$ cat src/common/uart_pkg.sv
package uart_pkg;

    // timer count width, large enough for the flag wait limit
    localparam int TIMER_WIDTH = 7;

    // cycles a strobe stays low
    localparam logic [TIMER_WIDTH-1:0] STROBE_CYCLES = 7'd2;

    // longest wait on tbre or tsre before a fault
    localparam logic [TIMER_WIDTH-1:0] WAIT_LIMIT = 7'd64;

    // returned on a data read with nothing to read
    localparam logic [7:0] IDLE_BYTE = 8'hff;

    typedef enum logic [2:0] {
        IDLE,
        WR_STROBE,     // uart_wrn low, byte on the pins
        WR_WAIT_TBRE,  // wait for transmit buffer empty
        WR_WAIT_TSRE,  // wait for transmit shift empty
        RD_STROBE      // uart_rdn low, chip drives the pins
    } serial_state_e;

endpackage

$ cat src/serial/strobe_timer.sv
module strobe_timer (
    input  logic                            clk,
    input  logic                            rst,
    input  logic                            timer_load,
    input  logic [uart_pkg::TIMER_WIDTH-1:0] timer_len,
    output logic                            timer_expired
);

    logic [uart_pkg::TIMER_WIDTH-1:0] count;

    // load wins over the countdown
    always_ff @(posedge clk or posedge rst) begin
        if (rst) begin
            count <= '0;
        end else if (timer_load) begin
            count <= timer_len;
        end else if (count != '0) begin
            count <= count - 1'b1;
        end
    end

    assign timer_expired = (count == '0);

    // parked at zero until the next load
    a_no_underflow: assert property (
        @(posedge clk) disable iff (rst)
        (!timer_load && count == '0) |=> (count == '0)
    );

    // a strobe load never exceeds the flag wait limit
    a_len_range: assert property (
        @(posedge clk) disable iff (rst)
        timer_load |-> (timer_len < uart_pkg::WAIT_LIMIT)
    );

endmodule

$ cat config.mk
export PLATFORM = sky130hd
export DESIGN_NAME = strobe_timer
export DESIGN_NICKNAME = d
export VERILOG_FILES = /design/src/common/uart_pkg.sv /design/src/serial/strobe_timer.sv
export SDC_FILE = /design/constraint.sdc
export NUM_CORES = 1
export LEC_CHECK = 0
export BUFFER_PORTS_ARGS = -buffer_cell sky130_fd_sc_hd__buf_2
export CORE_AREA = 4 4 41 43
export CTS_CLUSTER_SIZE = 20
export DETAILED_ROUTE_END_ITERATION = 6
export DIE_AREA = 0 0 45 47
export MAX_ROUTING_LAYER = met4
export PLACE_DENSITY = 0.59
export SYNTH_ARGS = -nofsm -noshare
export SYNTH_HDL_FRONTEND = slang
export SYNTH_SLANG_ARGS = --single-unit
$ cat constraint.sdc
create_clock -name clk -period 1.75 [get_ports clk]
set_input_delay 0.35 -clock clk [delete_from_list [all_inputs] [get_ports clk]]
set_output_delay 0.35 -clock clk [all_outputs]
set_load 0.005 [all_outputs]
# Word-level counts from Yosys, hierarchy flattened
# Index checks and enable logic that the tools add are counted.
[op_classes]
add_sub_neg = 1
n_reduce_logical = 3
mux = 2
[ops]
columns = ["operator", "count"]
rows = [
  ["7-bit two-way mux", 2],
  ["7-bit zero test", 1],
  ["7-bit nonzero test", 1],
  ["7-bit by 1-bit subtractor with 7-bit output (second input constant)", 1],
  ["2-bit nonzero test", 1],
]
[totals]
out_inout_bits = 1
word_cells = 7
register_bits = 7

# Logic depth before layout (Yosys ltp)
[logic_depth]
depth_word = 3
depth_mapped = 5
mapped_depth_nobuf = 5

# Worst setup path after synthesis
# Ideal clock, no wire load.
[synth_path]
path_kind = "register to output"
start = "register count[4] (netlist bit)"
end = "output port timer_expired"
t_required_ns = 1.400
path_stages_with_launch = 3
slack_ns = 0.281
n_path_buf = 0
t_arrival_ns = 1.119
cell_sequence = "dfrtp_1 or4_4 nor2_4"
[synth_via]
elab_chain_cells = 1
[synth_lines]
columns = ["element", "line", "source"]
rows = [
  ["start, declared", "strobe_timer.sv:9", "logic [uart_pkg::TIMER_WIDTH-1:0] count;"],
  ["start signal, assigned", "strobe_timer.sv:16", "count <= timer_len;"],
  ["start signal, assigned", "strobe_timer.sv:18", "count <= count - 1'b1;"],
  ["7-bit zero test", "strobe_timer.sv:22", "assign timer_expired = (count == '0);"],
  ["end, declared", "strobe_timer.sv:6", "output logic timer_expired"],
]
# Every way passes these cells.

# Final worst setup path
[layout_path]
start = "register count[3] (netlist bit)"
end = "output port timer_expired"
# Same word-level chain as after synthesis.

==> metrics <==
post-synthesis register bit count 7; TritonRoute pass-1 iters 4; worst hold-check path type in2async; worst path required time 1.40 ns; CP endpoint kind output pin; Clk Latency, worst-skew pair 0.26 ns; relative contribution of the clock network to total power 28.6%; total number of vias 422; number of buffers inserted by port buffering 10; Netlist cell types 23; Final Worst Setup Slack -0.0283 ns; post-synthesis area per instance 9.74 um^2; power density relative to cell area 863 nW/um^2; internal power component 0.355 mW; Psw 0.173 mW; fin nets 80; endpoints failing hold 0; area of the mapped netlist 458 um^2; area of combinational cells with multiple inputs 272 um^2; Max-Cap Viols 0; Vias/cell 5.15; path depth of the worst reg2reg path 5; Clock Tree Buf Depth 2; count of pins over their slew limit 0; Final GP Congestion 0.815; First DRT Iteration DRCs 4; combinational group share of total power 33.2%; post-layout minimum cycle time 1.78 ns; die boundary width 45 um; core box area 1300 um^2; overflow left after global routing 0; total nets after synthesis 59; die height 47 um; startpoint of the most critical register-to-register path count[0]; number of global-route vias before repair 421; Die Footprint 2120 um^2; pre-CTS setup slack 0.178 ns; clock net sink count 7; number of ports placed on the die boundary 11; net switching fraction of the power 32.7%; global-route wire length before repair 1730 um; post-route clock period utilization 102%; std cell rows 13; ratio of cells with drive above 1 in the final layout 40.3%; pin count of the biggest net entering global routing 16; wire per inst 12.2 um; sequential-to-total area share from yosys stat 38.3%; slack of the worst reg-to-reg path 0.20 ns; standby leakage power 0.283 nW; Min Hold Slack 0.0158 ns; DRC violations left 0; final antenna-violating net count 0; Sequential Power Share 38.2%; hold buffer count at CTS 0; fillcell total 129; CTS buffer count 3; Least-Margin Pin Slew 0.415 ns; All-Layer GR Usage 12.0%; largest fanout on the critical path 2; Fmax 562 MHz; critical register-to-register path endpoint count[0]; violations in the final reports negative setup slack; Max rail drop VDD 0.514 mV; Worst setup SP type flop; clock tree root buffer cell sky130_fd_sc_hd__clkbuf_4; sum of net half-perimeters after detailed placement 761 um; Reg with most FFs count; remaining max-slew budget at the tightest pin 72.1%; area growth from synthesis to final layout 33.6%; number of warning messages in the yosys log 0; run status complete, but fails checks; total wire length after detailed routing 1000 um; Initial Utilization 35.2%; registers with the highest flip-flop counts count (7); number of diodes added for antenna fixing 0; number of antenna violations at the first check in global routing 0; Final Setup Violations 1; TritonCTS clock tree yes; clock slew at reported path FFs 0.06 ns; unrepaired setup endpoints after global routing true; CP Class reg2out; Worst Clk Skew 0.00336 ns; cell count after synthesis 47; flip-flop count of the largest register, all copies and words added 7; critical path data arrival time 1.43 ns; combined flip-flop and latch cell area 176 um^2; number of H-tree levels 1
[cells in the final DEF (no fill, tap or decap), types with 2 or more instances in the layout]
cell	n
sky130_fd_sc_hd__buf_4	7
sky130_fd_sc_hd__nand3_1	2
sky130_fd_sc_hd__nor3_1	3
sky130_fd_sc_hd__a21oi_1	2
sky130_fd_sc_hd__clkbuf_4	3
sky130_fd_sc_hd__nand2_1	5
sky130_fd_sc_hd__inv_1	4
sky130_fd_sc_hd__buf_2	10
sky130_fd_sc_hd__xnor2_1	2
sky130_fd_sc_hd__nor2b_1	2
sky130_fd_sc_hd__dfrtp_1	6
sky130_fd_sc_hd__o31ai_1	5
sky130_fd_sc_hd__ha_1	2
[kinds of logic (layout without fill, tap and decap cells)]
family,after synthesis,after routing,share of synthesized area [%]
xor gates and xnor gates,2,2,3.83
and+or+nand+nor,18,18,26.5
DFF,7,7,38.3
AOI/OAI and AO/OA,13,13,21.9
buffers and inverters,5,25,4.10
adders and majority gates,2,2,5.46
[cells in the mapped netlist, drive strengths merged]
library cell / instances / area (um^2)
a211o: 1 / 8.76
a21boi: 1 / 7.51
a21o: 1 / 7.51
a21oi: 2 / 10.0
a221oi: 1 / 15.0
a41oi: 1 / 8.76
clkbuf: 1 / 3.75
dfrtp: 7 / 175
ha: 2 / 25.0
inv: 4 / 15.0
nand2: 5 / 18.8
nand2b: 1 / 6.26
nand3: 2 / 10.0
nor2: 1 / 11.3
nor2b: 2 / 12.5
nor3: 3 / 15.0
nor3b: 1 / 7.51
nor4: 1 / 21.3
o21ai: 1 / 5.00
o31ai: 5 / 37.5
or4: 2 / 18.8
xnor2: 2 / 17.5
[power groups by stage]
stage	Sequential (mW)	Combinational, mW	Clock [mW]
finish	0.202	0.175	0.151
global route	0.205	0.195	0.162
CTS	0.201	0.171	0.156
detailed placement	0.210	0.150	0
global placement	0.209	0.150	0
floorplan	0.214	0.0938	0
[per-layer routing]
metal	routed length, um	share of wire (%)	global-route usage [%]
met5	0	0	-
met4	27	2.7	7.02
met3	43	4.3	2.30
met2	460	46	18.9
met1	470	47	14.2
[what timing repair did]
action                                  4_1_cts  5_1_grt
endpoints found under the setup margin        1        1
gates resized for setup                       1        1
setup buffers                                 4        0
pin swaps                                     2        0
[worst max-delay path by stage]
stage              from             to  slack [ns]
2_1_floorplan  count[4]  timer_expired        0.28
3_3_place_gp   count[5]  timer_expired        0.20
3_5_place_dp   count[5]  timer_expired        0.18
4_1_cts        count[3]  timer_expired       -0.03
5_1_grt        count[0]  timer_expired       -0.08
6_report       count[3]  timer_expired       -0.03
[cell type report]
type	instances	share of cell area [%]
Clock buffer	3	3.68
Tap cell	15	3.07
Clock inverter	1	0.818
Multi-Input combinational cell	35	44.4
Timing Repair Buffer	17	16.8
Inverter	4	2.45
Sequential cell	7	28.8
[worst max-delay path: stages (launching register included)]
cell and delay (ns):
sky130_fd_sc_hd__dfrtp_2 0.40, sky130_fd_sc_hd__or4_4 0.56, sky130_fd_sc_hd__nor2_4 0.10, sky130_fd_sc_hd__buf_2 0.11
[per-stage QoR]
stage,power (mW),cells,cell area (um^2),TNS (ns),utilization [%]
6_report,0.528,82,612,-0.0283,47.0
5_1_grt,0.561,82,612,-0.0828,47.0
4_1_cts,0.528,82,604,-0.0330,46.4
3_5_place_dp,0.360,74,546,0,41.9
3_3_place_gp,0.359,74,546,0,41.9
2_1_floorplan,0.308,47,458,0,-
Note: power is estimated with default switching activity, not from simulation.
