### src/common/bus_pkg.sv
package bus_pkg;

    localparam int BUS_WIDTH  = 32;
    localparam int ADDR_WIDTH = 4;     // small register window

    localparam logic [ADDR_WIDTH-1:0] DATA_ADDR   = 4'h0;
    localparam logic [ADDR_WIDTH-1:0] STATUS_ADDR = 4'h4;

    // read word seen by the bus master
    // data reads fill the byte view and status reads fill the flag view
    typedef union packed {
        struct packed {
            logic [23:0] pad;
            logic [7:0]  value;    // received byte or idle byte
        } data;
        struct packed {
            logic [28:0] pad;
            logic        tx_fault; // sticky, cleared by reset only
            logic        rx_ready; // chip holds a byte
            logic        tx_idle;  // bit 0
        } status;
    } bus_word_u;

endpackage

### src/common/uart_pkg.sv
package uart_pkg;

    // timer count width, large enough for the flag wait limit
    localparam int TIMER_WIDTH = 7;

    // cycles a strobe stays low
    localparam logic [TIMER_WIDTH-1:0] STROBE_CYCLES = 7'd2;

    // longest wait on tbre or tsre before a fault
    localparam logic [TIMER_WIDTH-1:0] WAIT_LIMIT = 7'd64;

    // returned on a data read with nothing to read
    localparam logic [7:0] IDLE_BYTE = 8'hff;

    typedef enum logic [2:0] {
        IDLE,
        WR_STROBE,     // uart_wrn low, byte on the pins
        WR_WAIT_TBRE,  // wait for transmit buffer empty
        WR_WAIT_TSRE,  // wait for transmit shift empty
        RD_STROBE      // uart_rdn low, chip drives the pins
    } serial_state_e;

endpackage

### src/source/serial_bus_slave.sv
module serial_bus_slave (
    input  logic                           clk,
    input  logic                           rst,
    input  logic                           bus_en,
    input  logic                           bus_we,
    input  logic [bus_pkg::ADDR_WIDTH-1:0] bus_addr,
    input  logic [7:0]                     rx_byte,
    input  logic                           rd_done,
    input  logic                           rd_empty,
    input  logic                           tx_idle,
    input  logic                           rx_ready,
    input  logic                           tx_fault,
    output bus_pkg::bus_word_u             bus_rdata,
    output logic                           bus_rvalid,
    output logic                           wr_req,
    output logic                           rd_req
);

    logic data_sel;
    logic status_rd;
    logic rvalid_q;
    bus_pkg::bus_word_u rdata_q;
    bus_pkg::bus_word_u rdata_next;

    assign data_sel  = (bus_addr == bus_pkg::DATA_ADDR);
    assign status_rd = bus_en && !bus_we && (bus_addr == bus_pkg::STATUS_ADDR);

    // data accesses go to the FSM, sampled on the same edge as the bus
    assign wr_req = bus_en && bus_we && data_sel;
    assign rd_req = bus_en && !bus_we && data_sel;

    // status and empty reads are answered from a register
    always_comb begin
        rdata_next = '0;
        if (status_rd) begin
            rdata_next.status.tx_fault = tx_fault;
            rdata_next.status.rx_ready = rx_ready;
            rdata_next.status.tx_idle  = tx_idle;
        end else begin
            rdata_next.data.value = uart_pkg::IDLE_BYTE;   // rd_empty case
        end
    end

    always_ff @(posedge clk or posedge rst) begin
        if (rst) begin
            rvalid_q <= 1'b0;
        end else begin
            rvalid_q <= status_rd || rd_empty;
        end
    end

    always_ff @(posedge clk) begin
        if (status_rd || rd_empty) begin
            rdata_q <= rdata_next;
        end
    end

    // a captured byte goes out in the rd_done cycle
    // at most one read is open so the sources never overlap
    always_comb begin
        bus_rvalid = rvalid_q || rd_done;
        bus_rdata  = rdata_q;
        if (rd_done) begin
            bus_rdata            = '0;
            bus_rdata.data.value = rx_byte;
        end
    end

    // one response per read
    a_single_rvalid: assert property (
        @(posedge clk) disable iff (rst)
        bus_rvalid |=> !bus_rvalid
    );

endmodule

### config.mk
export PLATFORM = sky130hd
export DESIGN_NAME = serial_bus_slave
export DESIGN_NICKNAME = d
export VERILOG_FILES = /design/src/common/bus_pkg.sv /design/src/common/uart_pkg.sv /design/src/source/serial_bus_slave.sv
export SDC_FILE = /design/constraint.sdc
export NUM_CORES = 1
export LEC_CHECK = 0
export ABC_AREA = 1
export BUFFER_PORTS_ARGS = -buffer_cell sky130_fd_sc_hd__buf_2
export CORE_MARGIN = 1
export CORE_UTILIZATION = 34
export CTS_CLUSTER_DIAMETER = 50
export DETAILED_ROUTE_END_ITERATION = 7
export HOLD_SLACK_MARGIN = 0.08
export PLACE_DENSITY = 0.78
export RECOVER_POWER = 25
export SLEW_MARGIN = 20
export SYNTH_ARGS = -nofsm -noshare
export SYNTH_HDL_FRONTEND = slang
export SYNTH_SLANG_ARGS = --single-unit
export TNS_END_PERCENT = 20
### constraint.sdc
create_clock -name clk -period 0.9 [get_ports clk]
set_input_delay 0.27 -clock clk [delete_from_list [all_inputs] [get_ports clk]]
set_output_delay 0.27 -clock clk [all_outputs]
set_load 0.03 [all_outputs]
### After elaboration in Yosys (flattened, before gate mapping)

Cells that the tools add are included.

* add/subtract/negate cells: 0
* $mul: 0
* divide/modulo/power cells: 0
* order comparisons: 0
* eq/ne operators: 1
* shift operators: 0
* mux-type cells: 2
* bitwise gates (word level): 0
* reductions and logical operators: 9

Operators with widths (count)
* $mux W8: 1
* $logic_and A1 B1 Y1: 5
* $mux W5: 1
* $eq A4 B3 Y1 const B: 1
* $logic_not A4 Y1: 1
* $logic_or A1 B1 Y1: 2
* $logic_not A1 Y1: 1

* register bits after elaboration: 9
* bits in latches: 0
* bits in writable memories: 0
* bits in read-only memories: 0
* word-level logic and storage cells: 15
* memories kept: 0

### Logic depth before layout (Yosys ltp)

* word-level depth: 4
* gate-level depth with buffers: 4
* depth with buffers taken out: 4

### Least setup slack after synthesis

No wires, ideal clock.

* path kind: input to output
* from: input port bus_addr[1] in the netlist's numbering
* to: output port rd_req
* data arrival time: 0.891 ns
* setup slack: -0.261 ns
* stages on the path: 3
* buffers on the path: 0
* cells stage by stage: nor2_4 nand3_1 nor2_1

* longest elaborated chain between the ends: 2

Ends and longest elaborated chain
* from (decl): RTL line serial_bus_slave.sv:6 `input logic [bus_pkg::ADDR_WIDTH-1:0] bus_addr,`
* $logic_not A4 Y1: RTL line serial_bus_slave.sv:25 `assign data_sel = (bus_addr == bus_pkg::DATA_ADDR);`
* $logic_and A1 B1 Y1: RTL line serial_bus_slave.sv:30 `assign rd_req = bus_en && !bus_we && data_sel;`
* to (decl): RTL line serial_bus_slave.sv:16 `output logic rd_req`

No other way between the ends.

==> key figures <==
Timing
  • Worst hold margin: 0.284 ns
  • Final setup margin: -0.336 ns
  • RSZ-0062 raised after global routing: yes
  • Fmax: 809 MHz
  • Setup TNS: -3.12 ns
  • Hold Fails Final Rpt: 0
  • Period minus WS final: 1.24 ns
  • Final worst path period share: 1.37
  • Final Max Tran Viols: 0
  • Setup-failing EPs final: 11

Floorplan
  • CORE AREA: 0.00151 mm^2
  • Io pins: 56
  • Die Y: 42.1 um
  • Area of the die: 0.00177 mm^2
  • Site row count: 14
  • Initial Util: 0.362
  • Die X: 42.1 um

Drt
  • Wire per inst: 7.35 um
  • Initial DRC Count: 8
  • DRC Markers: 1
  • Post-Route WL: 963 um
  • Routed vias/inst: 3.85
  • Pre-antenna DRT Iters: 6
  • DR vias: 505
  • Routed Antenna Nets: 0

CTS
  • Clock buffer depth: 2
  • Post-CTS setup buffer count: 0
  • Htree depth: 1
  • TritonCTS buffer count: 3
  • Clock transition at path regs: 0.04 ns
  • Clock Root Buffer: clkbuf_4
  • CTS tree: yes
  • CTS sink count: 5

Synth
  • Mux cell area share after synthesis: 0
  • Post-Synth Simple-Gate Area: 0.300
  • Seq/Total Area, Yosys: 0.266
  • Post-Syn Instances: 78
  • Yosys synthesis warning count: 0
  • Synth Area in Compound Gates: 0
  • Synth cell types: 15
  • Cell Area, Synth: 546 um^2
  • Post-synthesis register bit count: 5
  • Post-Synth XOR/XNOR Area: 0
  • Fraction of the mapped netlist area in adder cells: 0
  • Largest family of logic cells by synthesized area: buffers and inverters
  • Syn_area_per_cell: 6.99 um^2

Global routing
  • Total Routing Usage GR: 0.120
  • First-pass GRT wire length: 1.57 mm
  • Vias in the first global route: 431
  • Initial antenna violation count: 0
  • Global route overflow: 0
  • Pin count of the biggest net entering global routing: 11

Outcome
  • Failing checks: design-rule violations, negative setup slack
  • Run status: complete, but fails checks

Final layout
  • Layout cell share with drive strength beyond 1: 0.461
  • Commonest cells after routing, fill and taps aside: conb_1, buf_2, nand2_1, buf_6, inv_1
  • # fillers: 153
  • Area of the multi-input gates: 312 um^2
  • Ant. Diodes: 0
  • NumNets Final: 137
  • Sequential cell area: 145 um^2
  • Area growth, synth to finish: 47.7%
  • Most common cell after layout, fill and taps aside: conb_1
  • Non-filler instance count after layout: 131

Place
  • Dpl cells: 126
  • Port buffer count: 31
  • DP Worst Slack: -0.309 ns
  • Gpl congestion: 0.728
  • Final HPWL DP: 740 um

Critical path
  • Critical path arrival: 0.97 ns
  • Crit path capture type: primary output
  • Setup CP Type: flip-flop to primary output
  • Startpoint Class: flip-flop
  • CP Max Fanout: 5
  • Worst endpoint required time: 0.63 ns

Power and ir drop
  • Sw power: 389 uW
  • Sequential fraction of design power: 0.281
  • Leakage: 0.456 nW
  • Clk pwr share: 0.268
  • PwrDens: 1180 mW/mm^2
  • Combinational Power Share: 0.451
  • Worst vdd ir: 0.542 mV
  • Sw frac: 0.408
  • P_int: 564 uW

Min path
  • Hold Path End: rdata_q[0]
  • Hold Path Origin: tx_idle
  • Hold crit path type: input pin to flip-flop
  • Hold depth: 3

Run
  • Max Cap Violations: 0
kinds of logic (layout without fill, tap and decap cells):
kind of cell  count (synthesis)  after routing
buf+inv                      36             50
flops                         5              5
other cells                   1             24
simple gates                 36             36
synthesized netlist by cell type:
cell,number,share of area
inv_1,10,0.069
nor2_1,3,0.021
nor2_4,1,0.021
buf_6,1,0.021
buf_4,24,0.33
nand3_2,1,0.018
edfxtp_1,4,0.22
inv_2,1,0.0069
conb_1,1,0.0069
nor2_2,2,0.023
dfrtp_1,1,0.046
nand2_2,2,0.023
nand3_1,2,0.018
or2_1,1,0.011
nand2_1,24,0.17
worst max-delay path by stage:
stage,start,endpoint,slack (ns),cells past startpoint
4_1_cts,rdata_q[6],bus_rdata[6],-0.34,3
3_5_place_dp,bus_addr[1],rd_req,-0.31,5
2_1_floorplan,bus_addr[1],rd_req,-0.1,3
5_1_grt,rdata_q[6],bus_rdata[6],-0.38,3
3_3_place_gp,bus_addr[1],rd_req,-0.29,5
6_report,rdata_q[6],bus_rdata[5],-0.34,3
final cells by class:
type | count | share of cell area
inverters | 11 | 0.0575
well taps | 16 | 0.0248
flip-flops and latches | 5 | 0.180
clock buffers | 4 | 0.0326
repair buffers | 35 | 0.318
multi-input cells | 60 | 0.387
worst max-delay path, cell delays in order, from the launching register on:
cell and delay, ns:
edfxtp_1 0.40, nand2_4 0.13, nand2_2 0.07, buf_6 0.13
through the flow:
step,util,cell area (um^2),power (mW)
2_1_floorplan,-,691,0.642
3_3_place_gp,0.460,693,0.644
3_5_place_dp,0.460,693,0.648
4_1_cts,0.530,798,0.957
5_1_grt,0.535,806,0.994
6_report,0.535,806,0.954
per-layer routing:
layer | vias up | wire (um) | GRT usage
met5 | - | 0 | 0
met4 | 0 | 29 | 0.0938
met3 | 4 | 120 | 0.0431
met2 | 39 | 506 | 0.213
met1 | 208 | 307 | 0.110
li1 | 254 | - | -
state kept, by name, summed over array words and instances, names as in the netlist:
| signal | cells |
|---|---|
| rvalid_q | 1 |
| rdata_q | 4 |
power by group through the flow:
stage / Clock [mW] / Sequential [mW] / Combinational, mW
floorplan: 0 / 0.271 / 0.370
global route: 0.266 / 0.271 / 0.457
global placement: 0 / 0.272 / 0.372
finish: 0.255 / 0.268 / 0.430
detailed placement: 0 / 0.272 / 0.376
CTS: 0.263 / 0.269 / 0.425
timing repair:
action                     4_1_cts  5_1_grt
hold buffers                     1        0
pin swaps                        6        3
resized for setup               22        2
hold endpoints to repair         1        0
setup endpoints to repair       11       18
Note: power is estimated with default switching activity, not from simulation.
