**config.mk**
```make
export PLATFORM = sky130hd
export DESIGN_NAME = serial_fsm
export DESIGN_NICKNAME = d
export VERILOG_FILES = /design/src/common/uart_pkg.sv /design/src/serial/serial_fsm.sv
export SDC_FILE = /design/constraint.sdc
export NUM_CORES = 1
export LEC_CHECK = 0
export BUFFER_PORTS_ARGS = -buffer_cell sky130_fd_sc_hd__clkbuf_2
export CAP_MARGIN = 5
export CORE_MARGIN = 2
export CORE_UTILIZATION = 34
export DETAILED_ROUTE_END_ITERATION = 6
export GPL_ROUTABILITY_DRIVEN = 0
export HOLD_SLACK_MARGIN = 0.03
export MAX_ROUTING_LAYER = met4
export PLACE_DENSITY = 0.62
export SYNTH_ARGS = -nofsm -noshare
export SYNTH_HDL_FRONTEND = slang
export SYNTH_SLANG_ARGS = --single-unit
```
**constraint.sdc**
```tcl
create_clock -name clk -period 1.2 [get_ports clk]
set_clock_uncertainty 0.05 [all_clocks]
set_input_delay 0.12 -clock clk [delete_from_list [all_inputs] [get_ports clk]]
set_output_delay 0.12 -clock clk [all_outputs]
set_load 0.05 [all_outputs]
```
**src/common/uart_pkg.sv**
```systemverilog
package uart_pkg;

    // timer count width, large enough for the flag wait limit
    localparam int TIMER_WIDTH = 7;

    // cycles a strobe stays low
    localparam logic [TIMER_WIDTH-1:0] STROBE_CYCLES = 7'd2;

    // longest wait on tbre or tsre before a fault
    localparam logic [TIMER_WIDTH-1:0] WAIT_LIMIT = 7'd64;

    // returned on a data read with nothing to read
    localparam logic [7:0] IDLE_BYTE = 8'hff;

    typedef enum logic [2:0] {
        IDLE,
        WR_STROBE,     // uart_wrn low, byte on the pins
        WR_WAIT_TBRE,  // wait for transmit buffer empty
        WR_WAIT_TSRE,  // wait for transmit shift empty
        RD_STROBE      // uart_rdn low, chip drives the pins
    } serial_state_e;

endpackage

```
**src/serial/serial_fsm.sv**
```systemverilog
module serial_fsm (
    input  logic                            clk,
    input  logic                            rst,
    input  logic                            wr_req,
    input  logic                            rd_req,
    input  logic                            uart_dataready,
    input  logic                            uart_tbre,
    input  logic                            uart_tsre,
    input  logic                            timer_expired,
    output logic                            uart_rdn,
    output logic                            uart_wrn,
    output logic                            drive_en,
    output logic                            capture,
    output logic                            rd_done,
    output logic                            rd_empty,
    output logic                            tx_idle,
    output logic                            rx_ready,
    output logic                            tx_fault,
    output logic                            timer_load,
    output logic [uart_pkg::TIMER_WIDTH-1:0] timer_len
);

    uart_pkg::serial_state_e state, state_next;
    logic fault_set;

    // timer counts len down to zero, so len is one less than the wanted width
    always_comb begin
        state_next = state;
        timer_load = 1'b0;
        timer_len  = uart_pkg::STROBE_CYCLES - 1'b1;
        fault_set  = 1'b0;
        case (state)
            uart_pkg::IDLE: begin
                if (wr_req) begin
                    state_next = uart_pkg::WR_STROBE;
                    timer_load = 1'b1;
                end else if (rd_req && rx_ready) begin
                    state_next = uart_pkg::RD_STROBE;
                    timer_load = 1'b1;
                end
            end
            uart_pkg::WR_STROBE: begin
                if (timer_expired) begin
                    state_next = uart_pkg::WR_WAIT_TBRE;
                    timer_load = 1'b1;
                    timer_len  = uart_pkg::WAIT_LIMIT - 1'b1;
                end
            end
            uart_pkg::WR_WAIT_TBRE: begin
                if (uart_tbre) begin
                    state_next = uart_pkg::WR_WAIT_TSRE;
                    timer_load = 1'b1;    // fresh budget for the shift register
                    timer_len  = uart_pkg::WAIT_LIMIT - 1'b1;
                end else if (timer_expired) begin
                    state_next = uart_pkg::IDLE;
                    fault_set  = 1'b1;
                end
            end
            uart_pkg::WR_WAIT_TSRE: begin
                if (uart_tsre) begin
                    state_next = uart_pkg::IDLE;
                end else if (timer_expired) begin
                    state_next = uart_pkg::IDLE;
                    fault_set  = 1'b1;
                end
            end
            uart_pkg::RD_STROBE: begin
                if (timer_expired) state_next = uart_pkg::IDLE;
            end
            default: state_next = uart_pkg::IDLE;
        endcase
    end

    assign capture  = (state == uart_pkg::RD_STROBE) && timer_expired;
    // busy or nothing to read, answered without a strobe
    assign rd_empty = rd_req && (state != uart_pkg::IDLE || !rx_ready);

    always_ff @(posedge clk or posedge rst) begin
        if (rst) begin
            state    <= uart_pkg::IDLE;
            uart_rdn <= 1'b1;
            uart_wrn <= 1'b1;
            drive_en <= 1'b0;
            rd_done  <= 1'b0;
            tx_idle  <= 1'b1;
            rx_ready <= 1'b0;
            tx_fault <= 1'b0;
        end else begin
            state    <= state_next;
            uart_wrn <= (state_next != uart_pkg::WR_STROBE);
            uart_rdn <= (state_next != uart_pkg::RD_STROBE);
            drive_en <= (state_next == uart_pkg::WR_STROBE);
            rd_done  <= capture;      // rx_byte valid from here
            tx_idle  <= (state_next == uart_pkg::IDLE);
            rx_ready <= uart_dataready;
            if (fault_set) tx_fault <= 1'b1;
        end
    end

    a_strobes_exclusive: assert property (
        @(posedge clk) disable iff (rst)
        !(!uart_rdn && !uart_wrn)
    );

    a_drive_only_when_not_reading: assert property (
        @(posedge clk) disable iff (rst)
        drive_en |-> uart_rdn
    );

endmodule

```
---- Yosys cells after proc, flatten, opt, wreduce, memory -nomap -nowiden ----
Cells that the tools add are included.
operators by class
  eq/ne operators ......................... 7
  multiplexer cells ....................... 18
  reductions and logical operators ........ 8
operators by type and width
  cell                                           number
  two-way mux 3 bit                              6
  case mux 3 bit (5 select lines)                1
  two-way mux 6 bit                              2
  case mux 6 bit (2 select lines)                1
  == test 3 x 1 -> 1 bit, second input constant  2
  == test 3 x 2 -> 1 bit, second input constant  2
  logical NOT 3 bit                              2
  two-way mux 1 bit                              6
  == test 3 bit, second input constant           1
  logical AND 1 bit                              3
  != test 3 x 1 -> 1 bit, second input constant  1
  != test 3 bit, second input constant           1
  case mux 1 bit (3 select lines)                1
  nonzero test 3 bit                             1
  case mux 1 bit (2 select lines)                1
  logical NOT 1 bit                              1
  logical OR 1 bit                               1
storage, ports and cells
  bits in registers ....................... 10
  bits of input ports ..................... 8
  output and inout port bits .............. 17
  logic and storage cells ................. 41

---- Depth between registers and ports, before layout ----
Gate-level depths: netlist of run 1.
  word-level depth ........................ 5
  depth in mapped cells ................... 5
  depth with buffers taken out ............ 4

---- Worst setup path before layout of run 1 ----
No wires, ideal clock.
  path type ............................... reg-to-output
  start point ............................. register state[0]
  end point ............................... output timer_load
  arrival ................................. 2.156 ns
  data required time ...................... 1.030 ns
  path slack .............................. -1.126 ns
  cell stages (with the launch flop) ...... 5
  path buffers ............................ 1
  cells stage by stage .................... dfrtp_1 -> buf_2 -> nand3b_1 -> a21oi_1 -> o21bai_1
between the ends
  longest elaborated chain between the ends .. 2
  elaborated cells between the ends (all ways) .. 4
  classes of those cells .................. eq/ne: 2; mux: 1; reduce/logical: 1
ends and longest elaborated chain
  what                                                  line              source
  from (decl)                                           serial_fsm.sv:23  uart_pkg::serial_state_e state, state_next;
  from (signal assigned)                                serial_fsm.sv:80  state <= uart_pkg::IDLE;
  from (signal assigned)                                serial_fsm.sv:89  state <= state_next;
  == test 3 x 2 -> 1 bit, or another cell as far along  serial_fsm.sv:32  case (state)
  case mux 1 bit (3 select lines) (*)                   serial_fsm.sv:32
  to (decl)                                             serial_fsm.sv:19  output logic timer_load,
Mark *: on every way between the ends. The rest lies on a longest branch, timed or not.

---- Worst setup path after layout of run 1 ----
  start point ............................. register state[1]
  end point ............................... output timer_load
Same word-level chain as after synthesis.

==> impl_results.md, run 1 <==
- Delay of the slowest cell on the worst path: 0.46 ns
- Routed length per instance: 14.6 um
- Register area share after synthesis: 0.478
- Peak supply drop: 1.42 mV
- Max-slew violations: 0
- GR Util All Layers: 0.159
- Starting Density: 0.357
- Ys Warns: 0
- Antenna Nets Post-Route: 0
- Layout cells sized above 1: 0.702
- Vias in the first global route: 438
- CTS root buf: clkbuf_4
- Status: complete, but fails checks
- First-pass GRT wire length: 2.02 mm
- Clk slew on worst S/H paths: 0.07 ns
- Critical path buffers and inverters: 1
- Initial DRC count: 3
- Final nets: 93
- CP max-delay cell: dfrtp_2
- Setup ws final: -0.478 ns
- Netlist cell types: 26
- Row Count: 14
- DRC errors left: 0
- Hold Crit Class: input port to flop
- Fin crit period: 1.68 ns
- Horiz. Die Dim: 43.5 um
- Antenna cells: 0
- Die Span Y: 43.5 um
- Grt ovf: 0
- Clk_lat worst skew: 0.27 ns
- Max-cap violations: 0
- Final setup viols: 16
- Core box area: 0.00149 mm^2
- Pre-CTS setup slack: -0.273 ns
- Leakage power: 0.000435 uW
- Die area: 0.00190 mm^2
- Vias per Instance: 4.69
- Number of CTS-inserted buffers: 3
- Via count: 469
- WP data arrival: 1.51 ns
- Final Hold Fails: 0
- Pwr per Cell Area: 2920 mW/mm^2
- Count of state elements after synthesis: 10
- Crit end category: output port
- Syn Nets: 57
- Avg Cell Area, Syn: 10.9 um^2
- CP Class: flop to output port
- Worst-path fanout max: 7
- CP cell instances: nand3b_1 > a21oi_4 > o21bai_4 > buf_12
- Post-layout util: 0.631
- Initial antenna violation count: 0
- First-pass DRT Iterations: 3
- CP Launch Type: flop
- Routed WL: 1.46 mm
- Area Overhead vs Synth: 76.7%
- H-tree depth: 1
- Worst endpoint required time: 1.03 ns
- Cells after Synth: 49
- Worst path top cell family by delay: flip-flops
- Placed Cells incl. Taps: 85
- RSZ-0062 raised after global routing: true
- Clk buf depth: 2
- PortBufs: 22
- CTS Sinks: 10
- Largest net degree at the start of global routing: 11
- Final cell count without fillers: 100
- CTS tree: built
- Hpwl dp: 892 um
- Synth Cell Area: 532 um^2
- Ports: 25
- Failing checks: negative setup slack
- Fin crit share: 1.40
- Max Fclk: 0.596 GHz
## per-layer routing
metal  track usage  wire length, um
met1         0.196              629
met2         0.212              765
met3        0.0792               66
met4        0.0788                0
met5             -                0
## through the flow
stage               TNS, ns  hold slack (ns)  instance area (um^2)  power (uW)
floorplan             -2.92          -0.0920                   579        1680
CTS                   -5.07            0.101                   835        2380
global route          -6.40            0.103                   940        2870
detailed placement    -2.82           0.0378                   702        1900
finish                -5.51            0.119                   940        2740
global placement      -2.42           0.0331                   702        1880
## logic make-up after synthesis
group,after synthesis,synth area share
simple gates,14,0.172
buf+inv,12,0.144
mux,1,0.0188
other cells,2,0.0141
compound gates,10,0.174
flops,10,0.478
## layout make-up
| cell class | count | area, um^2 |
|---|---|---|
| multi-input combinational | 27 | 287 |
| inverter | 4 | 15.0 |
| sequential | 10 | 258 |
| tap | 16 | 20.0 |
| fill | 121 | 549 |
| clock buffer | 4 | 36.3 |
| timing repair buffer | 39 | 324 |
## sequential cells by signal, indices dropped and copies added (netlist names)
| signal | cells |
|---|---|
| uart_rdn | 1 |
| rx_ready | 1 |
| uart_wrn | 1 |
| tx_idle | 1 |
| rd_done | 1 |
| drive_en | 1 |
| tx_fault | 1 |
| state | 3 |
## Yosys cell counts
master,n,area (um^2)
a21oi_1,3,15.0
nor3_2,1,10.0
o21bai_1,1,7.51
nand2b_1,2,12.5
conb_1,2,7.51
buf_2,1,5.00
nand3b_1,2,15.0
o32ai_4,1,27.5
inv_1,4,15.0
a41o_1,1,10.0
nor2_1,1,3.75
dfrtp_1,7,175
mux2i_1,1,10.0
a21boi_0,1,7.51
o21ai_0,1,5.00
or3_4,1,11.3
nand2_1,1,3.75
nor3_1,2,10.0
and2_1,1,6.26
nor2b_1,2,12.5
a22o_1,1,8.76
dfstp_2,3,78.8
buf_6,1,11.3
buf_4,6,45.0
or3_1,1,6.26
o221a_1,1,11.3
## what timing repair did
item / CTS / global route
hold buffers: 2 / 0
pin swaps: 6 / 8
endpoints found under the hold margin: 8 / 0
setup endpoints to repair: 18 / 19
resized for setup: 16 / 24
buffers inserted: 4 / 8
## cell usage in the layout, fill, tap and decap left out, drive strengths merged
cell type and count:
a21boi 1, a21oi 3, a22o 1, a41o 1, and2 1, buf 22, clkbuf 19, conb 2
dfrtp 7, dfstp 3, dlygate4sd3 2, inv 4, mux2i 1, nand2 1, nand2b 2, nand3b 2
nor2 1, nor2b 2, nor3 3, o21ai 1, o21bai 1, o221a 1, o32ai 1, or3 2
## final timing paths
kind                            cells past startpoint    endpoint  slack [ns]  startpoint
worst max-delay path                                4  timer_load       -0.48    state[1]
max in group asynchronous                           3    uart_wrn        0.48         rst
worst min register to register                      1    tx_fault        0.42    tx_fault
worst min-delay path                                2    state[2]        0.12      wr_req
min in group asynchronous                           3     rd_done        0.30         rst
worst max register to register                      6    uart_wrn       -0.39    state[0]
## power by group
group | total, uW | internal, uW | switching [uW]
registers | 556 | 458 | 97.9
logic | 1890 | 818 | 1070
clock network | 303 | 184 | 118
total | 2740 | 1460 | 1280
Note: power is estimated with default switching activity, not from simulation.
==> run 2: changes to the inputs <==
Settings changed: CELL_PAD_IN_SITES_DETAIL_PLACEMENT set to 2, CELL_PAD_IN_SITES_GLOBAL_PLACEMENT set to 2, CORE_ASPECT_RATIO set to 0.8, CORE_UTILIZATION 34 to 23, PLACE_DENSITY 0.62 to 0.7.
Clock period 1.2 ns to 1.5 ns, I/O delays scaled along.
==> run 2 against run 1 <==
- the flow still finishes with violations (negative setup slack)
- global-route usage down 2.4 points
- sequential cell count did not move
- critical endpoint is now timer_len[1]
- register-to-register slack improved by 0.39 ns
==> impl_results.md, run 2 (same netlist as run 1, synthesis figures left out) <==
- Pwr per Cell Area: 2310 mW/mm^2 (was 2920 mW/mm^2)
- Hold Crit Class: input port to flop (unchanged)
- Setup ws final: -0.164 ns (was -0.478 ns)
- Horiz. Die Dim: 57.8 um (was 43.5 um)
- Area Overhead vs Synth: 69.4% (was 76.7%)
- Post-layout util: 0.414 (was 0.631)
- DRC errors left: 0 (unchanged)
- Failing checks: negative setup slack (unchanged)
- H-tree depth: 1 (unchanged)
- Final setup viols: 8 (was 16)
- CTS Sinks: 10 (unchanged)
- FF-to-FF Start: state[0] (unchanged)
- Clk buf depth: 2 (unchanged)
- WP data arrival: 1.46 ns (was 1.51 ns)
- First-pass GRT wire length: 2.48 mm (was 2.02 mm)
- Final nets: 88 (was 93)
- Initial antenna violation count: 0 (unchanged)
- Routed length per instance: 15.1 um (was 14.6 um)
- Commonest non-fill, non-tap cell in the layout: clkbuf_2 (was buf_4)
- Vias in the first global route: 495 (was 438)
- GR Util All Layers: 0.134 (was 0.159)
- PortBufs: 22 (unchanged)
- Final cell count without fillers: 104 (was 100)
- Die Span Y: 47.0 um (was 43.5 um)
- Final Hold Fails: 0 (unchanged)
- Biggest register: state (unchanged)
- Worst-path fanout max: 6 (was 7)
- Antenna cells: 0 (unchanged)
- Routed WL: 1.57 mm (was 1.46 mm)
- Fin crit share: 1.11
- Max-cap violations: 0 (unchanged)
- Layout cells sized above 1: 0.671 (was 0.702)
- Most frequent cells in the layout: 15 x clkbuf_2, 8 x buf_4, 4 x clkbuf_8, 4 x dfrtp_1 (was 12 x buf_4, 10 x clkbuf_2, 8 x clkbuf_4, 5 x buf_6)
- Core box area: 0.00218 mm^2 (was 0.00149 mm^2)
- Area of the multi-input gates: 256 um^2 (was 287 um^2)
- Largest net degree at the start of global routing: 11 (unchanged)
- CTS root buf: clkbuf_4 (unchanged)
- CP max-delay cell: dfrtp_2 (unchanged)
- Worst Hold Launch: wr_req (unchanged)
- Crit end category: output port (unchanged)
- Clk slew on worst S/H paths: 0.07 ns (about the same)
- Fin crit period: 1.66 ns
- Clk_lat worst skew: 0.26 ns (was 0.27 ns)
- Max-slew violations: 0 (unchanged)
- Placed Cells incl. Taps: 92 (was 85)
- Critical path origin: state[1] (unchanged)
- Max Fclk: 0.601 GHz
- FF/Latch Area: 258 um^2 (unchanged)
- First-pass DRT Iterations: 2 (was 3)
- Number of CTS-inserted buffers: 3 (unchanged)
- CP Launch Type: flop (unchanged)
- CTS tree: built (unchanged)
- Die area: 0.00272 mm^2 (was 0.00190 mm^2)
- CP Class: flop to output port (unchanged)
- Grt ovf: 0 (unchanged)
- Initial DRC count: 2 (was 3)
- Worst endpoint required time: 1.30 ns (was 1.03 ns)
- Starting Density: 0.244 (was 0.357)
- Peak supply drop: 1.33 mV (was 1.42 mV)
- Row Count: 15 (was 14)
- Fillers: 225 (was 121)
- Vias per Instance: 4.37 (was 4.69)
- Leakage power: 0.000404 uW (was 0.000435 uW)
- Hpwl dp: 1.06 mm (was 892 um)
- Status: complete, but fails checks (unchanged)
- Delay of the slowest cell on the worst path: 0.45 ns (was 0.46 ns)
- Antenna Nets Post-Route: 0 (unchanged)
- Ports: 25 (unchanged)
- RSZ-0062 raised after global routing: true (unchanged)
- CP cell instances: nand3b_1 > a21oi_4 > buf_6 > clkbuf_8 (was nand3b_1 > a21oi_4 > o21bai_4 > buf_12)
- Max FFs per register: 3 (unchanged)
- Via count: 454 (was 469)
[run 2: cell types whose count changed in the layout (fill, tap and decap cells not counted), sizes merged]
cell	before	now
clkbuf	19	24
buf	22	12
[run 2: what timing repair did]
action                     in CTS  in global routing
buffers inserted                4                  2
hold buffers                    2                  0
resized for setup              19                  6
setup endpoints to repair       8                 12
hold endpoints to repair        8                  0
pin swaps                       6                  4
[run 2: per-stage QoR]
step / area [um^2] / hold WS (ns) / TNS, ns / setup slack (ns) / total power, uW
4_1_cts: 863 / 0.124 / -1.23 / -0.165 / 2000
5_1_grt: 901 / 0.143 / -1.89 / -0.240 / 2180
3_3_place_gp: 691 / 0.0719 / 0 / 0.0119 / 1460
2_1_floorplan: 572 / -0.0620 / -0.485 / -0.113 / 1330
3_5_place_dp: 691 / 0.0805 / -0.00401 / -0.00292 / 1480
6_report: 901 / 0.144 / -1.08 / -0.164 / 2080
[run 2: power breakdown]
group	total [uW]	internal [uW]	leakage [uW]	switching [uW]
clock	240	147	0.0000210	92.6
combinational	1410	589	0.000270	820
sequential	434	366	0.000113	67.5
[run 2: cell type report]
class,count,area share
multi-input cells,27,0.285
well taps,25,0.0347
inverters,4,0.0167
repair buffers,34,0.338
flip-flops and latches,10,0.286
clock buffers,4,0.0403
[run 2: worst paths after layout]
kind | endpoint | slack [ns] | cells past startpoint
worst max-delay path | timer_len[1] | -0.16 | 4
worst min register to register | tx_fault | 0.44 | 1
min in group asynchronous | rx_ready | 0.34 | 3
worst min-delay path | state[2] | 0.14 | 2
max in group asynchronous | tx_idle | 0.76 | 3
worst max register to register | uart_wrn | 0 | 5
[run 2: worst max-delay path, delay by kind of cell (launching register included)]
family                 cells  cell delay, ns
buffers and inverters      2            0.33
AND/OR/NAND/NOR            1            0.23
AO/OA/AOI/OAI              1            0.19
flip-flops                 1            0.45
[run 2: routing by layer]
metal | up-vias | track usage | share of wire
met5 | - | - | 0
li1 | 217 | - | -
met1 | 222 | 0.157 | 0.45
met4 | 0 | 0.0419 | 0.0057
met3 | 2 | 0.0413 | 0.041
met2 | 13 | 0.225 | 0.50
==> run 3: changes to the inputs <==
Settings changed: ABC_AREA set to 1.
==> run 3 against run 2 <==
- the run still ends with negative setup slack left
- worst hold slack better by 0.062 ns
- synthesized area grew 11%
- clock power is essentially flat
- count of clock-buffer cells in the layout stayed put
- sequential power grew 14%
- critical path depth unchanged
- core utilization is 0.24 points lower
- die area increased by 9.8%
- largest power group unchanged
- highest routed layer unchanged
==> impl_results.md, run 3 <==
- FF-to-FF Start: state[0] (unchanged)
- Worst-path fanout max: 6 (unchanged)
- Peak supply drop: 0.894 mV (was 1.33 mV)
- Seq pwr share: 0.201 (was 0.208)
- Hold-critical path depth: 4 (was 2)
- Failing checks: negative setup slack (unchanged)
- Core box area: 0.00244 mm^2 (was 0.00218 mm^2)
- Vias per Instance: 4.09 (was 4.37)
- RSZ-0062 raised after global routing: true (unchanged)
- R2r setup slk: 0.08 ns (was 0 ns)
- Primary FF master, synth: dfrtp_1 (unchanged)
- Most frequent cells in the layout: 14 x clkbuf_2, 14 x buf_4, 7 x nand2_2 (was 15 x clkbuf_2, 8 x buf_4, 4 x clkbuf_8, 4 x dfrtp_1)
- Biggest register: state (unchanged)
- Initial DRC count: 2 (unchanged)
- Hold Crit Class: input port to flop (unchanged)
- First-pass DRT Iterations: 3 (was 2)
- PortBufs: 22 (unchanged)
- Die Span Y: 49.2 um (was 47.0 um)
- Horiz. Die Dim: 60.5 um (was 57.8 um)
- Final Hold Fails: 0 (unchanged)
- Share of total power in combinational logic: 0.701 (was 0.676)
- CP Launch Type: flop (unchanged)
- Clk_lat worst skew: 0.26 ns (about the same)
- Via count: 548 (was 454)
- CTS Sinks: 10 (unchanged)
- CTS root buf: clkbuf_4 (unchanged)
- Worst Hold Launch: uart_tsre (was wr_req)
- Count of state elements after synthesis: 10 (unchanged)
- Grt ovf: 0 (unchanged)
- Ys async rst share: 1.00 (unchanged)
- Max Fclk: 0.615 GHz (was 0.601 GHz)
- Avg Cell Area, Syn: 9.19 um^2 (was 10.9 um^2)
- Max FFs per register: 3 (unchanged)
- Status: complete, but fails checks (unchanged)
- Hpwl dp: 1.26 mm (was 1.06 mm)
- Power Internal: 1250 uW (was 1100 uW)
- Starting Density: 0.241 (was 0.244)
- Number of CTS-inserted buffers: 3 (unchanged)
- Max-cap violations: 0 (unchanged)
- Net Sw Frac: 0.493 (was 0.470)
- Cells after Synth: 64 (was 49)
- CP Class: flop to output port (unchanged)
- Area leader, netlist: dfrtp_1 (unchanged)
- Ports: 25 (unchanged)
- Worst endpoint required time: 1.30 ns (about the same)
- CTS tree: built (unchanged)
- Fin crit period: 1.63 ns (was 1.66 ns)
- Synth Cell Area: 588 um^2 (was 532 um^2)
- Clk buf depth: 2 (unchanged)
- Layout cells sized above 1: 0.724 (was 0.671)
- Ys Warns: 0 (unchanged)
- Top cells by area, synth: dfrtp_1 30%, dfstp_2 13%, buf_4 7.7%, nand2_1 4.5%, nand2_2 4.3% (was dfrtp_1 33%, dfstp_2 15%, buf_4 8.5%, o32ai_4 5.2%, a21oi_1 2.8%)
- Clk slew on worst S/H paths: 0.06 ns (was 0.07 ns)
- EDFF count, synth: 0 (unchanged)
- First-pass GRT wire length: 2.97 mm (was 2.48 mm)
- Final nets: 107 (was 88)
- Antenna Nets Post-Route: 0 (unchanged)
- DRC errors left: 0 (unchanged)
- Die area: 0.00298 mm^2 (was 0.00272 mm^2)
- Max-slew violations: 0 (unchanged)
- Leakage power: 0.000495 uW (was 0.000404 uW)
- Fin crit share: 1.08 (was 1.11)
- Syn Nets: 72 (was 57)
- Fin Setup TNS: -0.728 ns (was -1.08 ns)
- Largest net degree at the start of global routing: 11 (unchanged)
- Psw: 1220 uW (was 980 uW)
- Crit end category: output port (unchanged)
- Fillers: 275 (was 225)
- H-tree depth: 1 (unchanged)
- Post-synth top area share: 0.298 (was 0.329)
- Routed length per instance: 14.0 um (was 15.1 um)
- Critical path origin: state[0] (was state[1])
- Total power: 2460 uW (was 2080 uW)
- Routed WL: 1.87 mm (was 1.57 mm)
- WP data arrival: 1.43 ns (was 1.46 ns)
- Hold EP: tx_fault (was state[2])
- Pre-CTS setup slack: 0.0110 ns (was -0.00292 ns)
- Power share of the clock group: 0.097 (was 0.115)
- Initial antenna violation count: 0 (unchanged)
- Area Overhead vs Synth: 70.9% (was 69.4%)
- Worst Reg2Reg Path Length in Cells: 9 (was 5)
- Top cells by count, synth: 7 x dfrtp_1, 7 x nand2_1, 6 x buf_4, 6 x inv_1, 5 x nor2_1 (was 7 x dfrtp_1, 6 x buf_4, 4 x inv_1, 3 x a21oi_1, 3 x dfstp_2)
- Row Count: 16 (was 15)
- Vias in the first global route: 608 (was 495)
- Register area share after synthesis: 0.432 (was 0.478)
- GR Util All Layers: 0.143 (was 0.134)
- Reg2reg end: drive_en (was uart_wrn)
- Post-layout util: 0.411 (was 0.414)
- Setup ws final: -0.127 ns (was -0.164 ns)
- Netlist cell types: 24 (was 26)
- Pwr per Cell Area: 2450 mW/mm^2 (was 2310 mW/mm^2)
- Antenna cells: 0 (unchanged)
- Final setup viols: 8 (unchanged)
-- run 3: cell types whose count changed in the layout (fill, tap and decap cells not counted), moves of 3 or more --
cell / before / now
buf_4: 8 / 14
nor2_1: 0 / 3
inv_2: 1 / 4
nand3_1: 0 / 4
nand2_4: 0 / 3
nor2_2: 0 / 3
nand2_2: 0 / 7
-- run 3: metal layers --
layer,vias up,track usage,part of all wire
met4,0,0.0326,0.0069
met2,15,0.214,0.52
met5,-,-,0
met3,2,0.0477,0.036
met1,270,0.187,0.44
li1,261,-,-
-- run 3: repair_timing --
item                       in CTS  in global routing
hold buffers                    2                  0
hold endpoints to repair        8                  0
setup buffers                   7                  5
setup endpoints to repair       8                 11
gates resized for setup        27                  8
pin swaps                       2                  3
-- run 3: cell families after synthesis --
group,synth area share
simple gates,0.353
compound gates,0.0298
buf+inv,0.172
flops,0.432
other cells,0.0128
-- run 3: metrics by stage --
step | hold slack (ns) | std cells | instance area (um^2)
5_1_grt | 0.217 | 134 | 1000
3_3_place_gp | 0.0644 | 116 | 708
4_1_cts | 0.205 | 129 | 946
2_1_floorplan | -0.0620 | 64 | 606
6_report | 0.207 | 134 | 1000
3_5_place_dp | 0.0824 | 116 | 708
-- run 3: layout make-up --
type,instances,area [um^2],share of cell area
repair buffers,38,353,0.351
well taps,36,45.0,0.0448
multi-input cells,37,277,0.275
flip-flops and latches,10,258,0.257
inverters,9,36.3,0.0361
clock buffers,4,36.3,0.0361
-- run 3: critical path, cell delays in order, from the launching register on --
cell      delay, ns
dfrtp_2        0.47
inv_2          0.07
nand4_1        0.21
nand2_4        0.21
clkbuf_8       0.21
-- run 3: worst max-delay path by stage --
| stage | slack (ns) | endpoint | depth (start not counted) |
|---|---|---|---|
| after detailed placement | 0.01 | timer_len[2] | 4 |
| after global routing | -0.21 | timer_len[2] | 4 |
| after floorplan | 0.02 | timer_len[2] | 5 |
| final | -0.13 | timer_len[2] | 4 |
| after global placement | 0.1 | timer_len[1] | 4 |
| after CTS | -0.12 | timer_len[2] | 4 |
-- run 3: power groups by stage --
stage | clock, uW | combinational, uW | sequential (uW)
2_1_floorplan | 0 | 890 | 632
5_1_grt | 269 | 1830 | 513
3_3_place_gp | 0 | 1150 | 487
4_1_cts | 247 | 1610 | 490
3_5_place_dp | 0 | 1180 | 498
6_report | 240 | 1730 | 496
